==> src/verilog/cpu_defines.svh <==
`ifndef CPU_DEFINES_SVH
`define CPU_DEFINES_SVH

// Datapath width for instructions, PC and immediates
`define DATA_W 16

// Register number width, eight registers
`define REG_W 3

// Culled instruction, opcode NOP with zero fields
`define NOP_WORD 16'h0800

// JAL writes its return address here
`define LINK_REG 7

`endif

==> src/verilog/cpu_pkg.sv <==
`default_nettype none

`include "cpu_defines.svh"

package cpu_pkg;

    typedef logic [`DATA_W-1:0] word_t;       // Instruction, PC or immediate
    typedef logic [`REG_W-1:0]  regAddr_t;    // Register number
    typedef logic [1:0]         linkSel_t;    // Link source select
    typedef logic [5:0]         fwdCode_t;    // {rs hits, rt hits}, newest first

    // Opcode field, bits 15..11
    typedef enum logic [4:0] {
        ADD  = 5'd0,
        NOP  = 5'd1,
        ADDI = 5'd2,
        LD   = 5'd3,
        ST   = 5'd4,
        BEQ  = 5'd5,
        J    = 5'd6,
        JAL  = 5'd7,
        JR   = 5'd8,
        HALT = 5'd9
    } opcode_e;

    localparam linkSel_t LINK_NONE = 2'd0;    // No link write
    localparam linkSel_t LINK_PC2  = 2'd1;    // Link PC+2

    // Destinations remembered for forwarding
    localparam int HIST_DEPTH = 3;

endpackage

`default_nettype wire

==> src/verilog/pipe_ctrl_if.sv <==
`timescale 1ns/1ps
`default_nettype none

interface pipe_ctrl_if;
    import cpu_pkg::*;

    word_t    instr;           // Fetched word
    word_t    immExt;          // Sign-extended immediate
    word_t    pc;              // Address of this instruction

    // Decode controls
    linkSel_t linkReg;
    regAddr_t writeRegAddr;
    logic     regWrite;
    logic     bFlag;
    logic     jFlag;
    logic     regJmp;

    // Execute controls
    logic     aluSel;
    fwdCode_t forwards;

    // Memory controls
    logic     memEnable;
    logic     memWr;
    logic     halt;

    // Writeback control
    logic     val2Reg;

    modport producer (
        output instr, immExt, pc,
        output linkReg, writeRegAddr, regWrite, bFlag, jFlag, regJmp,
        output aluSel, forwards,
        output memEnable, memWr, halt,
        output val2Reg
    );

    modport consumer (
        input instr, immExt, pc,
        input linkReg, writeRegAddr, regWrite, bFlag, jFlag, regJmp,
        input aluSel, forwards,
        input memEnable, memWr, halt,
        input val2Reg
    );

endinterface

`default_nettype wire

==> src/verilog/fetchUnit.sv <==
`timescale 1ns/1ps
`default_nettype none

module fetchUnit (
    input  wire                 clk,
    input  wire                 rstN,
    input  wire                 instrStall,
    input  wire                 memStall,
    input  wire                 branchTaken,
    input  wire cpu_pkg::word_t branchTarget,
    output cpu_pkg::word_t      imemAddr
);
    import cpu_pkg::*;

    // Byte addressed, two bytes per instruction
    localparam word_t PC_STEP = word_t'(2);

    word_t pcQ;
    word_t pcNext;
    word_t pcInc;
    logic  stall;

    assign stall = instrStall | memStall;
    assign pcInc = pcQ + PC_STEP;               // Sequential fetch

    // Next PC select; a redirect must not be lost behind a stall
    always_comb begin
        pcNext = pcQ;                           // Hold
        if (branchTaken) begin
            pcNext = branchTarget;              // Redirect beats stall
        end else if (!stall) begin
            pcNext = pcInc;
        end
    end

    always_ff @(posedge clk or negedge rstN) begin
        if (!rstN) begin
            pcQ <= '0;                          // Boot from address 0
        end else begin
            pcQ <= pcNext;
        end
    end

    // Same value goes to imem and down the pipe as the instruction PC
    assign imemAddr = pcQ;

endmodule

`default_nettype wire

==> src/verilog/instrDecoder.sv <==
`timescale 1ns/1ps
`default_nettype none

`include "cpu_defines.svh"

module instrDecoder (
    input  wire                 clk,
    input  wire                 rstN,
    input  wire cpu_pkg::word_t imemData,
    input  wire cpu_pkg::word_t pc,
    input  wire                 instrStall,
    input  wire                 memStall,
    input  wire                 branchTaken,
    pipe_ctrl_if.producer       ctrl
);
    import cpu_pkg::*;

    opcode_e  opcode;
    regAddr_t rd;
    regAddr_t rs;
    regAddr_t rt;
    word_t    imm5;
    word_t    imm8;
    word_t    imm11;
    word_t    immExt;
    linkSel_t linkReg;
    regAddr_t writeRegAddr;
    logic     regWrite;
    logic     bFlag;
    logic     jFlag;
    logic     regJmp;
    logic     aluSel;
    logic     memEnable;
    logic     memWr;
    logic     halt;
    logic     val2Reg;
    fwdCode_t forwards;
    logic     shiftEn;
    logic     histValid [HIST_DEPTH];   // Entry wrote a register
    regAddr_t histAddr  [HIST_DEPTH];   // Index 0 is one instruction back

    assign opcode = opcode_e'(imemData[15:11]);
    assign rd     = imemData[10:8];
    assign rs     = imemData[7:5];
    assign rt     = imemData[4:2];

    // Immediate formats, all sign-extended
    assign imm5  = {{(`DATA_W-5){imemData[4]}}, imemData[4:0]};
    assign imm8  = {{(`DATA_W-8){imemData[7]}}, imemData[7:0]};
    assign imm11 = {{(`DATA_W-11){imemData[10]}}, imemData[10:0]};

    always_comb begin
        immExt       = '0;
        linkReg      = LINK_NONE;
        writeRegAddr = rd;
        regWrite     = 1'b0;
        bFlag        = 1'b0;
        jFlag        = 1'b0;
        regJmp       = 1'b0;
        aluSel       = 1'b0;
        memEnable    = 1'b0;
        memWr        = 1'b0;
        halt         = 1'b0;
        val2Reg      = 1'b0;
        case (opcode)
            ADD: begin
                regWrite = 1'b1;
            end
            ADDI: begin
                regWrite = 1'b1;
                aluSel   = 1'b1;
                immExt   = imm5;
            end
            LD: begin
                regWrite  = 1'b1;
                aluSel    = 1'b1;             // Base plus offset
                memEnable = 1'b1;
                val2Reg   = 1'b1;
                immExt    = imm5;
            end
            ST: begin
                aluSel    = 1'b1;
                memEnable = 1'b1;
                memWr     = 1'b1;
                immExt    = imm5;
            end
            BEQ: begin
                bFlag  = 1'b1;
                immExt = imm8;
            end
            J: begin
                jFlag  = 1'b1;
                immExt = imm11;
            end
            JAL: begin
                jFlag        = 1'b1;
                regWrite     = 1'b1;
                linkReg      = LINK_PC2;
                writeRegAddr = regAddr_t'(`LINK_REG);
                immExt       = imm11;
            end
            JR: begin
                regJmp = 1'b1;
            end
            HALT: begin
                halt = 1'b1;
            end
            default: begin
            end                               // NOP and unused codes
        endcase
    end

    // History moves with the IF/ID register
    assign shiftEn = ~(instrStall | memStall);

    always_ff @(posedge clk or negedge rstN) begin
        if (!rstN) begin
            for (int i = 0; i < HIST_DEPTH; i++) begin
                histValid[i] <= 1'b0;
            end
        end else if (shiftEn) begin
            for (int i = HIST_DEPTH - 1; i > 0; i--) begin
                histValid[i] <= histValid[i-1];
            end
            histValid[0] <= regWrite & ~branchTaken;   // Culled slot is empty
        end
    end

    always_ff @(posedge clk) begin
        if (shiftEn) begin
            for (int i = HIST_DEPTH - 1; i > 0; i--) begin
                histAddr[i] <= histAddr[i-1];
            end
            histAddr[0] <= writeRegAddr;      // R7 for JAL
        end
    end

    // rs hits in the upper half, rt hits in the lower half
    always_comb begin
        for (int i = 0; i < HIST_DEPTH; i++) begin
            forwards[2*HIST_DEPTH-1-i] = histValid[i] & (rs == histAddr[i]);
            forwards[HIST_DEPTH-1-i]   = histValid[i] & (rt == histAddr[i]);
        end
    end

    assign ctrl.instr        = imemData;
    assign ctrl.immExt       = immExt;
    assign ctrl.pc           = pc;
    assign ctrl.linkReg      = linkReg;
    assign ctrl.writeRegAddr = writeRegAddr;
    assign ctrl.regWrite     = regWrite;
    assign ctrl.bFlag        = bFlag;
    assign ctrl.jFlag        = jFlag;
    assign ctrl.regJmp       = regJmp;
    assign ctrl.aluSel       = aluSel;
    assign ctrl.forwards     = forwards;
    assign ctrl.memEnable    = memEnable;
    assign ctrl.memWr        = memWr;
    assign ctrl.halt         = halt;
    assign ctrl.val2Reg      = val2Reg;

endmodule

`default_nettype wire

==> src/verilog/ifIdReg.sv <==
`timescale 1ns/1ps
`default_nettype none

`include "cpu_defines.svh"

module ifIdReg (
    input  wire                  clk,
    input  wire                  rstN,
    pipe_ctrl_if.consumer        ctrl,
    input  wire                  instrStall,
    input  wire                  memStall,
    input  wire                  branchTaken,
    output cpu_pkg::word_t       instrOut,
    output cpu_pkg::word_t       immExtOut,
    output cpu_pkg::word_t       pcOut,
    output cpu_pkg::linkSel_t    linkRegOut,
    output cpu_pkg::regAddr_t    writeRegAddrOut,
    output logic                 regWriteOut,
    output logic                 bFlagOut,
    output logic                 jFlagOut,
    output logic                 regJmpOut,
    output logic                 aluSelOut,
    output cpu_pkg::fwdCode_t    forwardsOut,
    output logic                 memEnableOut,
    output logic                 memWrOut,
    output logic                 haltOut,
    output logic                 val2RegOut
);
    import cpu_pkg::*;

    // Control group widths
    localparam int ID_W  = $bits(linkSel_t) + $bits(regAddr_t) + 4;
    localparam int EX_W  = 1 + $bits(fwdCode_t);
    localparam int MEM_W = 3;

    logic             captureEn;
    word_t            instrQ;
    word_t            immExtQ;
    word_t            pcQ;
    logic [ID_W-1:0]  idCtrlQ;
    logic [EX_W-1:0]  exCtrlQ;
    logic [MEM_W-1:0] memCtrlQ;
    logic             wbCtrlQ;

    assign captureEn = ~(instrStall | memStall);   // Freeze with fetch

    always_ff @(posedge clk or negedge rstN) begin
        if (!rstN) begin
            instrQ   <= '0;
            immExtQ  <= '0;
            pcQ      <= '0;
            idCtrlQ  <= '0;
            exCtrlQ  <= '0;
            memCtrlQ <= '0;
            wbCtrlQ  <= 1'b0;
        end else if (captureEn) begin
            instrQ   <= ctrl.instr;
            immExtQ  <= ctrl.immExt;
            pcQ      <= ctrl.pc;
            idCtrlQ  <= {ctrl.linkReg, ctrl.writeRegAddr, ctrl.regWrite,
                         ctrl.bFlag, ctrl.jFlag, ctrl.regJmp};
            exCtrlQ  <= {ctrl.aluSel, ctrl.forwards};
            memCtrlQ <= {ctrl.memEnable, ctrl.memWr, ctrl.halt};
            wbCtrlQ  <= ctrl.val2Reg;
        end
    end

    // Taken branch turns this slot into a bubble in the same cycle
    assign instrOut  = branchTaken ? word_t'(`NOP_WORD) : instrQ;
    assign immExtOut = immExtQ;                    // Not culled
    assign pcOut     = pcQ;

    assign {linkRegOut, writeRegAddrOut, regWriteOut, bFlagOut, jFlagOut, regJmpOut} =
        branchTaken ? {ID_W{1'b0}} : idCtrlQ;
    assign {aluSelOut, forwardsOut} = branchTaken ? {EX_W{1'b0}} : exCtrlQ;
    assign {memEnableOut, memWrOut, haltOut} = branchTaken ? {MEM_W{1'b0}} : memCtrlQ;
    assign val2RegOut = branchTaken ? 1'b0 : wbCtrlQ;

endmodule

`default_nettype wire

==> src/verilog/frontEnd.sv <==
`timescale 1ns/1ps
`default_nettype none

module frontEnd (
    input  wire                  clk,
    input  wire                  rstN,
    input  wire                  instrStall,
    input  wire                  memStall,
    input  wire                  branchTaken,
    input  wire cpu_pkg::word_t  branchTarget,
    input  wire cpu_pkg::word_t  imemData,
    output cpu_pkg::word_t       imemAddr,
    output cpu_pkg::word_t       instrOut,
    output cpu_pkg::word_t       immExtOut,
    output cpu_pkg::word_t       pcOut,
    output cpu_pkg::linkSel_t    linkRegOut,
    output cpu_pkg::regAddr_t    writeRegAddrOut,
    output logic                 regWriteOut,
    output logic                 bFlagOut,
    output logic                 jFlagOut,
    output logic                 regJmpOut,
    output logic                 aluSelOut,
    output cpu_pkg::fwdCode_t    forwardsOut,
    output logic                 memEnableOut,
    output logic                 memWrOut,
    output logic                 haltOut,
    output logic                 val2RegOut
);
    import cpu_pkg::*;

    word_t fetchPc;            // Address of the word on imemData

    pipe_ctrl_if ctrlBus ();   // Decoder to IF/ID

    fetchUnit uFetch (
        .clk          (clk),
        .rstN         (rstN),
        .instrStall   (instrStall),
        .memStall     (memStall),
        .branchTaken  (branchTaken),
        .branchTarget (branchTarget),
        .imemAddr     (fetchPc)
    );

    assign imemAddr = fetchPc;

    instrDecoder uDecode (
        .clk         (clk),
        .rstN        (rstN),
        .imemData    (imemData),
        .pc          (fetchPc),
        .instrStall  (instrStall),
        .memStall    (memStall),
        .branchTaken (branchTaken),
        .ctrl        (ctrlBus.producer)
    );

    ifIdReg uIfId (
        .clk             (clk),
        .rstN            (rstN),
        .ctrl            (ctrlBus.consumer),
        .instrStall      (instrStall),
        .memStall        (memStall),
        .branchTaken     (branchTaken),
        .instrOut        (instrOut),
        .immExtOut       (immExtOut),
        .pcOut           (pcOut),
        .linkRegOut      (linkRegOut),
        .writeRegAddrOut (writeRegAddrOut),
        .regWriteOut     (regWriteOut),
        .bFlagOut        (bFlagOut),
        .jFlagOut        (jFlagOut),
        .regJmpOut       (regJmpOut),
        .aluSelOut       (aluSelOut),
        .forwardsOut     (forwardsOut),
        .memEnableOut    (memEnableOut),
        .memWrOut        (memWrOut),
        .haltOut         (haltOut),
        .val2RegOut      (val2RegOut)
    );

endmodule

`default_nettype wire

==> config.mk <==
export PLATFORM = sky130hd
export DESIGN_NAME = frontEnd
export DESIGN_NICKNAME = d
export VERILOG_FILES = /design/src/verilog/cpu_pkg.sv /design/src/verilog/pipe_ctrl_if.sv /design/src/verilog/fetchUnit.sv /design/src/verilog/instrDecoder.sv /design/src/verilog/ifIdReg.sv /design/src/verilog/frontEnd.sv
export VERILOG_INCLUDE_DIRS = /design/src /design/src/verilog
export SDC_FILE = /design/constraint.sdc
export NUM_CORES = 1
export LEC_CHECK = 0
export BUFFER_PORTS_ARGS = -buffer_cell sky130_fd_sc_hd__buf_2
export CAP_MARGIN = 10
export CORE_ASPECT_RATIO = 0.5
export CORE_MARGIN = 1.5
export CORE_UTILIZATION = 47
export CTS_CLUSTER_DIAMETER = 100
export CTS_CLUSTER_SIZE = 20
export DETAILED_ROUTE_END_ITERATION = 7
export PLACE_DENSITY = 0.76
export SKIP_CTS_REPAIR_TIMING = 1
export SYNTH_ARGS = -nofsm -noshare
export SYNTH_HDL_FRONTEND = slang
export SYNTH_SLANG_ARGS = --single-unit
==> constraint.sdc <==
create_clock -name clk -period 1.68 [get_ports clk]
set_input_delay 0.252 -clock clk [delete_from_list [all_inputs] [get_ports clk]]
set_output_delay 0.252 -clock clk [all_outputs]
set_load 0.02 [all_outputs]
==> impl_metrics.json, run 1 <==
{
  "status": "finished with violations",
  "violations": "negative setup slack",
  "wl_per_cell_um": 14.8,
  "start_util_pct": 48.1,
  "cts.sinks": 90,
  "n_antenna_cell": 0,
  "dp_hpwl_um": 7010,
  "die_area_um2": 9460,
  "irDropWorstVdd_v": 0.000556,
  "path_clk_slew_ns": 0.06,
  "syn_area_um2": 4160,
  "tightest_slew_ns": 0.518,
  "crit_family": "simple AND/OR/NAND/NOR gates",
  "synth_warnings": 0,
  "wl_um": 10200,
  "portBuffers": 119,
  "ys_ff_latch": 90,
  "grt_use_met1_pct": 30.0,
  "async_flop_share_pct": 90.0,
  "syn_inst": 434,
  "die_height_um": 69.5,
  "synth-seq-area-share_pct": 55.2,
  "globalRouteMet2Util_pct": 36.4,
  "worstPathCellList": "or3b_4 -> or4_4 -> or3_1 -> a31oi_1",
  "clk-insertion-delay-late_ns": 0.33,
  "leakagePower_nw": 2.80,
  "dieWidth_um": 136,
  "drc_errors": 0,
  "finalWorstSetupSlack_ns": -0.0637,
  "synthFlopType": "dfrtp_1",
  "fmax_ghz": 0.573,
  "grt_setup_unrepaired": "yes",
  "min_from": "branchTarget[8]",
  "gp_congestion": 0.856,
  "synth_edf_count": 9,
  "reg2reg_from": "uFetch.imemAddr[7]$_DFFE_PN0N_",
  "vias": 3508,
  "root_buffer": "clkbuf_16",
  "grt_busiest_layer": "met2",
  "cts_tree": "built",
  "layout-drive-gt1-share_pct": 33.3,
  "fp-row-count": 24,
  "grt_start_max_net_pins": 70,
  "clock_skew_ns": 0.00401,
  "synth.top_cells.by_area": "dfrtp_1 49%, nand2_1 13%, edfxtp_1 6.5%, nor2b_1 5.3%, xor2_1 5.3%",
  "syn_avg_cell_area_um2": 9.59,
  "ant_nets": 0,
  "dpl-instance-area_um2": 5050,
  "maxSlewHeadroom_pct": 65.5,
  "hold_path_end": "uFetch.imemAddr[8]$_DFFE_PN0N_",
  "use_met3_pct": 5.77,
  "hp-class": "in -> reg",
  "core_area_um2": 8650,
  "grtUsageTotal_pct": 22.3,
  "slowest_stage": "or3b_4",
  "htree_levels": 3,
  "ios": 121,
  "synth_top_area_cell": "dfrtp_1",
  "setup_violations": 2,
  "reg2regPathDepth": 4,
  "antenna_found_initial": 0,
  "synth_commonest_cells": "139 x nand2_1, 81 x dfrtp_1, 35 x nor2b_1",
  "yosys.area.top_type_share_pct": 48.7,
  "reg2reg_to": "uFetch.imemAddr[14]$_DFFE_PN0N_",
  "slowest_delay_ns": 0.42,
  "final_cell_area_um2": 5440,
  "area_growth_pct": 30.8,
  "end_kind": "flip-flop",
  "first_pass_iters": 5,
  "grt_pass1_wl_um": 16600,
  "clk_path_buf_depth": 2,
  "cp-start-kind": "flip-flop",
  "hold_depth": 3,
  "overflow": 0,
  "hold_viol": 0,
  "ys_types": 38,
  "drtIter0Drc": 163,
  "cap_violations": 0,
  "vias_per_cell": 5.11,
  "worstSetupPathType": "reg -> reg",
  "slew_viol_final": 0,
  "crit_fanout": 6,
  "power_mw": 5.60,
  "yosysMostFrequentCell": "nand2_1",
  "cp.required_ns": 1.94,
  "finalNetCount": 603,
  "period_minus_slack_ns": 1.74,
  "critical_path_buf_inv_count": 0,
  "synth_nets": 472,
  "grt_pass1_vias": 3458,
  "power.density_nw_per_um2": 1030,
  "cts_buffers": 9,
  "regToRegSetupSlack_ns": -0.06,
  "cp.arrival_ns": 2.00,
  "period_share_pct": 104
}
## report_power, final
part	total, mW	internal (mW)	switching (mW)	leakage, nW
registers	2.51	2.40	0.110	1.12
clock network	2.05	1.23	0.812	0.148
logic	1.04	0.394	0.649	1.53
total	5.60	4.03	1.57	2.80
## routing by layer
layer	part of all wire, %	wire length (um)
met1	45	4570
met2	49	4990
met3	5.4	552
met4	0.39	40
met5	0	0
## registers in the layout, summed over array words and instances, names as in the netlist
| name | count |
|---|---|
| uIfId.memCtrlQ | 3 |
| uIfId.instrQ | 16 |
| uIfId.pcOut | 16 |
| uIfId.wbCtrlQ | 1 |
| uFetch.imemAddr | 16 |
| uIfId.immExtOut | 11 |
| uIfId.exCtrlQ | 7 |
| uDecode.histValid | 3 |
| uDecode.histAddr | 9 |
| uIfId.idCtrlQ | 8 |
## final cells by class
type | instances | area, um2
fill | 717 | 3210
inverter | 4 | 15.0
tap | 117 | 146
multi-input combinational | 306 | 1760
clock buffer | 11 | 254
clock inverter | 5 | 51.3
sequential | 90 | 2300
timing repair buffer | 154 | 913
## cell usage in the layout, fill, tap and decap left out, types with 5 or more instances in the layout
cell and instances:
a221o_1 5, buf_2 118, buf_4 31, clkbuf_16 10, dfrtp_1 78, edfxtp_1 9
mux2_2 6, nand2_1 139, nand3_1 5, nand4_1 7, nor2_1 7, nor2b_1 35
o21ai_0 25, o41ai_1 6, or2_2 5, xor2_1 25
## metrics by stage
step / setup WS (ns) / hold slack, ns / setup TNS [ns] / util [%] / std cells
after floorplan: -0.180 / -0.0436 / -0.336 / - / 434
after global placement: -0.145 / 0.258 / -0.741 / 58.4 / 669
after detailed placement: -0.183 / 0.261 / -0.941 / 58.4 / 669
after CTS: -0.150 / -0.103 / -0.767 / 61.9 / 685
after global routing: -0.130 / 0.125 / -0.449 / 62.9 / 687
final: -0.0637 / 0.123 / -0.115 / 62.9 / 687
## worst max path at each step
| stage | slack, ns | cells past startpoint | endpoint | startpoint |
|---|---|---|---|---|
| 2_1_floorplan | -0.18 | 5 | uFetch.imemAddr[14]$_DFFE_PN0N_ | uFetch.imemAddr[7]$_DFFE_PN0N_ |
| 3_3_place_gp | -0.15 | 6 | uFetch.imemAddr[13]$_DFFE_PN0N_ | memStall |
| 3_5_place_dp | -0.18 | 6 | uFetch.imemAddr[13]$_DFFE_PN0N_ | memStall |
| 4_1_cts | -0.15 | 5 | uFetch.imemAddr[13]$_DFFE_PN0N_ | uFetch.imemAddr[7]$_DFFE_PN0N_ |
| 5_1_grt | -0.13 | 4 | uFetch.imemAddr[14]$_DFFE_PN0N_ | uFetch.imemAddr[7]$_DFFE_PN0N_ |
| 6_report | -0.06 | 4 | uFetch.imemAddr[14]$_DFFE_PN0N_ | uFetch.imemAddr[7]$_DFFE_PN0N_ |
## worst reg2reg max path, cell delays in order, from the launching register on
cell	delay [ns]
dfrtp_2	0.35
or3b_4	0.42
or4_4	0.42
or3_1	0.35
a31oi_1	0.12
## cell families (layout without fill, tap and decap cells)
family          after synthesis  in the layout  share of synthesized area (%)
simple gates                218            218                           24.2
flops                        90             90                           55.2
compound gates               49             49                           7.88
buf+inv                      38            174                           4.15
xor+xnor                     29             29                           6.11
mux                           8              8                           2.11
fa+ha+maj                     1              1                          0.301
other cells                   1              1                         0.0901
(Power assumes the default switching activity.)
==> run 2: changes to the inputs <==
CAP_MARGIN = not set   (was 10)
SKIP_CTS_REPAIR_TIMING = not set   (was 1)
==> run 2 against run 1 <==
- the flow still finishes with violations (negative setup slack)
- sequential share of layout area rose by 0.15 points
- largest cell class unchanged
- combinational power about the same
- setup slack improved by 0.035 ns
- cell area decreased by 0.34%
- critical path depth did not move
- highest routed layer unchanged
- sequential cell count did not move
- global-route usage rose by 0.26 points
- power down 0.16%
- critical path type unchanged
- maximum frequency increased by 2.0%
- register-to-register slack gained 0.03 ns
==> impl_metrics.json, run 2 (synthesized netlist as in run 1, its figures left out) <==
{
  "status": "finished with violations",
  "violations": "negative setup slack",
  "wl_per_cell_um": 14.7,
  "cp-start-kind": "flip-flop",
  "antenna_found_initial": 0,
  "layout-drive-gt1-share_pct": 33.2,
  "leakagePower_nw": 2.78,
  "final_cell_count_no_fill": 686,
  "grt_start_max_net_pins": 70,
  "route.met2.wl_um": 4960,
  "final_util_pct": 62.7,
  "tightest_slew_ns": 0.509,
  "die_area_um2": 9460,
  "vias_per_cell": 5.12,
  "wl_um": 10100,
  "clkPwrFrac_pct": 36.5,
  "seq_power_share_pct": 44.9,
  "grt_setup_unrepaired": "yes",
  "numPlacedInstances": 669,
  "p_switching_mw": 1.56,
  "layout_commonest_cell": "nand2_1",
  "root_buffer": "clkbuf_16",
  "grt_pass1_vias": 3486,
  "period_share_pct": 102,
  "ios": 121,
  "fmax_ghz": 0.585,
  "crit_fanout": 6,
  "final.setup.tns_ns": -0.0301,
  "core_area_um2": 8650,
  "hp-class": "in -> reg",
  "worstPathCellList": "or3b_4 -> or4_4 -> or3_1 -> a31oi_1",
  "final_cell_mix": "139 x nand2_1, 118 x buf_2, 78 x dfrtp_1, 35 x nor2b_1, 30 x buf_4",
  "end_kind": "flip-flop",
  "irDropWorstVdd_v": 0.000557,
  "met3_length_um": 471,
  "swShare_pct": 28.0,
  "critical_path_buf_inv_count": 0,
  "post-place-ws_ns": -0.183,
  "cts_buffers": 9,
  "grt_pass1_wl_um": 16800,
  "dieWidth_um": 136,
  "path_clk_slew_ns": 0.06,
  "crit_family": "simple AND/OR/NAND/NOR gates",
  "cap_violations": 0,
  "overflow": 0,
  "dp_hpwl_um": 7010,
  "cts_tree": "built",
  "grtUsageTotal_pct": 22.5,
  "power.density_nw_per_um2": 1030,
  "htree_levels": 3,
  "clk_path_buf_depth": 2,
  "finalWorstSetupSlack_ns": -0.0289,
  "cts.sinks": 90,
  "drtIter0Drc": 156,
  "first_pass_iters": 5,
  "slowest_stage": "or3b_4",
  "hold_viol": 0,
  "cp.arrival_ns": 1.97,
  "combPwrFrac_pct": 18.6,
  "vias": 3512,
  "setup_violations": 2,
  "clk-insertion-delay-late_ns": 0.33,
  "gp_congestion": 0.856,
  "slew_viol_final": 0,
  "p_int_mw": 4.03,
  "fp-row-count": 24,
  "maxSlewHeadroom_pct": 66.1,
  "area_growth_pct": 30.3,
  "slowest_delay_ns": 0.42,
  "start_util_pct": 48.1,
  "period_minus_slack_ns": 1.71,
  "routed.top_layer": "met4",
  "drc_errors": 0,
  "n_antenna_cell": 0,
  "clock_skew_ns": 0.00351,
  "finalNetCount": 602,
  "whs_ns": 0.124,
  "die_height_um": 69.5,
  "wl_met1_um": 4630,
  "portBuffers": 119,
  "worstSetupPathType": "reg -> reg",
  "ant_nets": 0,
  "cp.required_ns": 1.94
}
[run 2: cell count changes in the layout (fill, tap and decap cells not counted)]
| cell | delta |
|---|---|
| buf_4 | -1 |
| ha_1 | -1 |
| ha_2 | +1 |
| nor3_1 | +1 |
| nor3_2 | -1 |
| nor4_2 | +1 |
| nor4_4 | -1 |
[run 2: cell type report]
class | instances | area (um2)
fill | 722 | 3230
timing repair buffer | 153 | 906
inverter | 4 | 15.0
sequential | 90 | 2300
tap | 117 | 146
clock inverter | 5 | 51.3
multi-input combinational | 306 | 1750
clock buffer | 11 | 254
[run 2: path summary, 6_finish.rpt]
path / from / end / slack [ns] / depth (start not counted)
setup reg to reg: uFetch.imemAddr[7]$_DFFE_PN0N_ / uFetch.imemAddr[14]$_DFFE_PN0N_ / -0.03 / 4
min in group asynchronous: rstN / uIfId.instrQ[5]$_DFFE_PN0P_ / 0.43 / 2
max in group asynchronous: rstN / uIfId.pcOut[0]$_DFFE_PN0P_ / 0.70 / 3
hold reg to reg: uIfId.idCtrlQ[1]$_DFFE_PN0P_ / uIfId.idCtrlQ[1]$_DFFE_PN0P_ / 0.46 / 2
setup / recovery: uFetch.imemAddr[7]$_DFFE_PN0N_ / uFetch.imemAddr[14]$_DFFE_PN0N_ / -0.03 / 4
hold / removal: branchTarget[8] / uFetch.imemAddr[8]$_DFFE_PN0N_ / 0.12 / 3
[run 2: timing repair]
item	CTS	global route
gates resized for setup	7	2
endpoints found under the setup margin	6	6
setup buffers	0	0
hold endpoints to repair	35	0
cloned	0	0
pin swaps	2	4
hold buffers	1	0
[run 2: worst min-delay path: cells and delay by family]
kind | cells | cell delay, ns
compound gates | 1 | 0.05
buf+inv | 1 | 0.07
simple gates | 1 | 0.04
[run 2: stage by stage]
step / instance area (um2) / total power [mW]
finish: 5420 / 5.59
global route: 5420 / 5.82
CTS: 5410 / 5.63
detailed placement: 5050 / 3.58
global placement: 5050 / 3.55
floorplan: 4170 / 3.14
[run 2: routing by layer]
layer	vias to the layer above	track usage, %
met5	-	0
met4	0	4.96
met3	4	5.92
met2	91	37.0
met1	1721	30.2
li1	1696	-
[run 2: power by group through the flow]
stage,registers [mW],logic (mW),clock network (mW)
2_1_floorplan,2.69,0.446,0
3_3_place_gp,2.54,1.01,0
3_5_place_dp,2.55,1.03,0
4_1_cts,2.51,1.04,2.08
5_1_grt,2.53,1.14,2.14
6_report,2.51,1.04,2.04
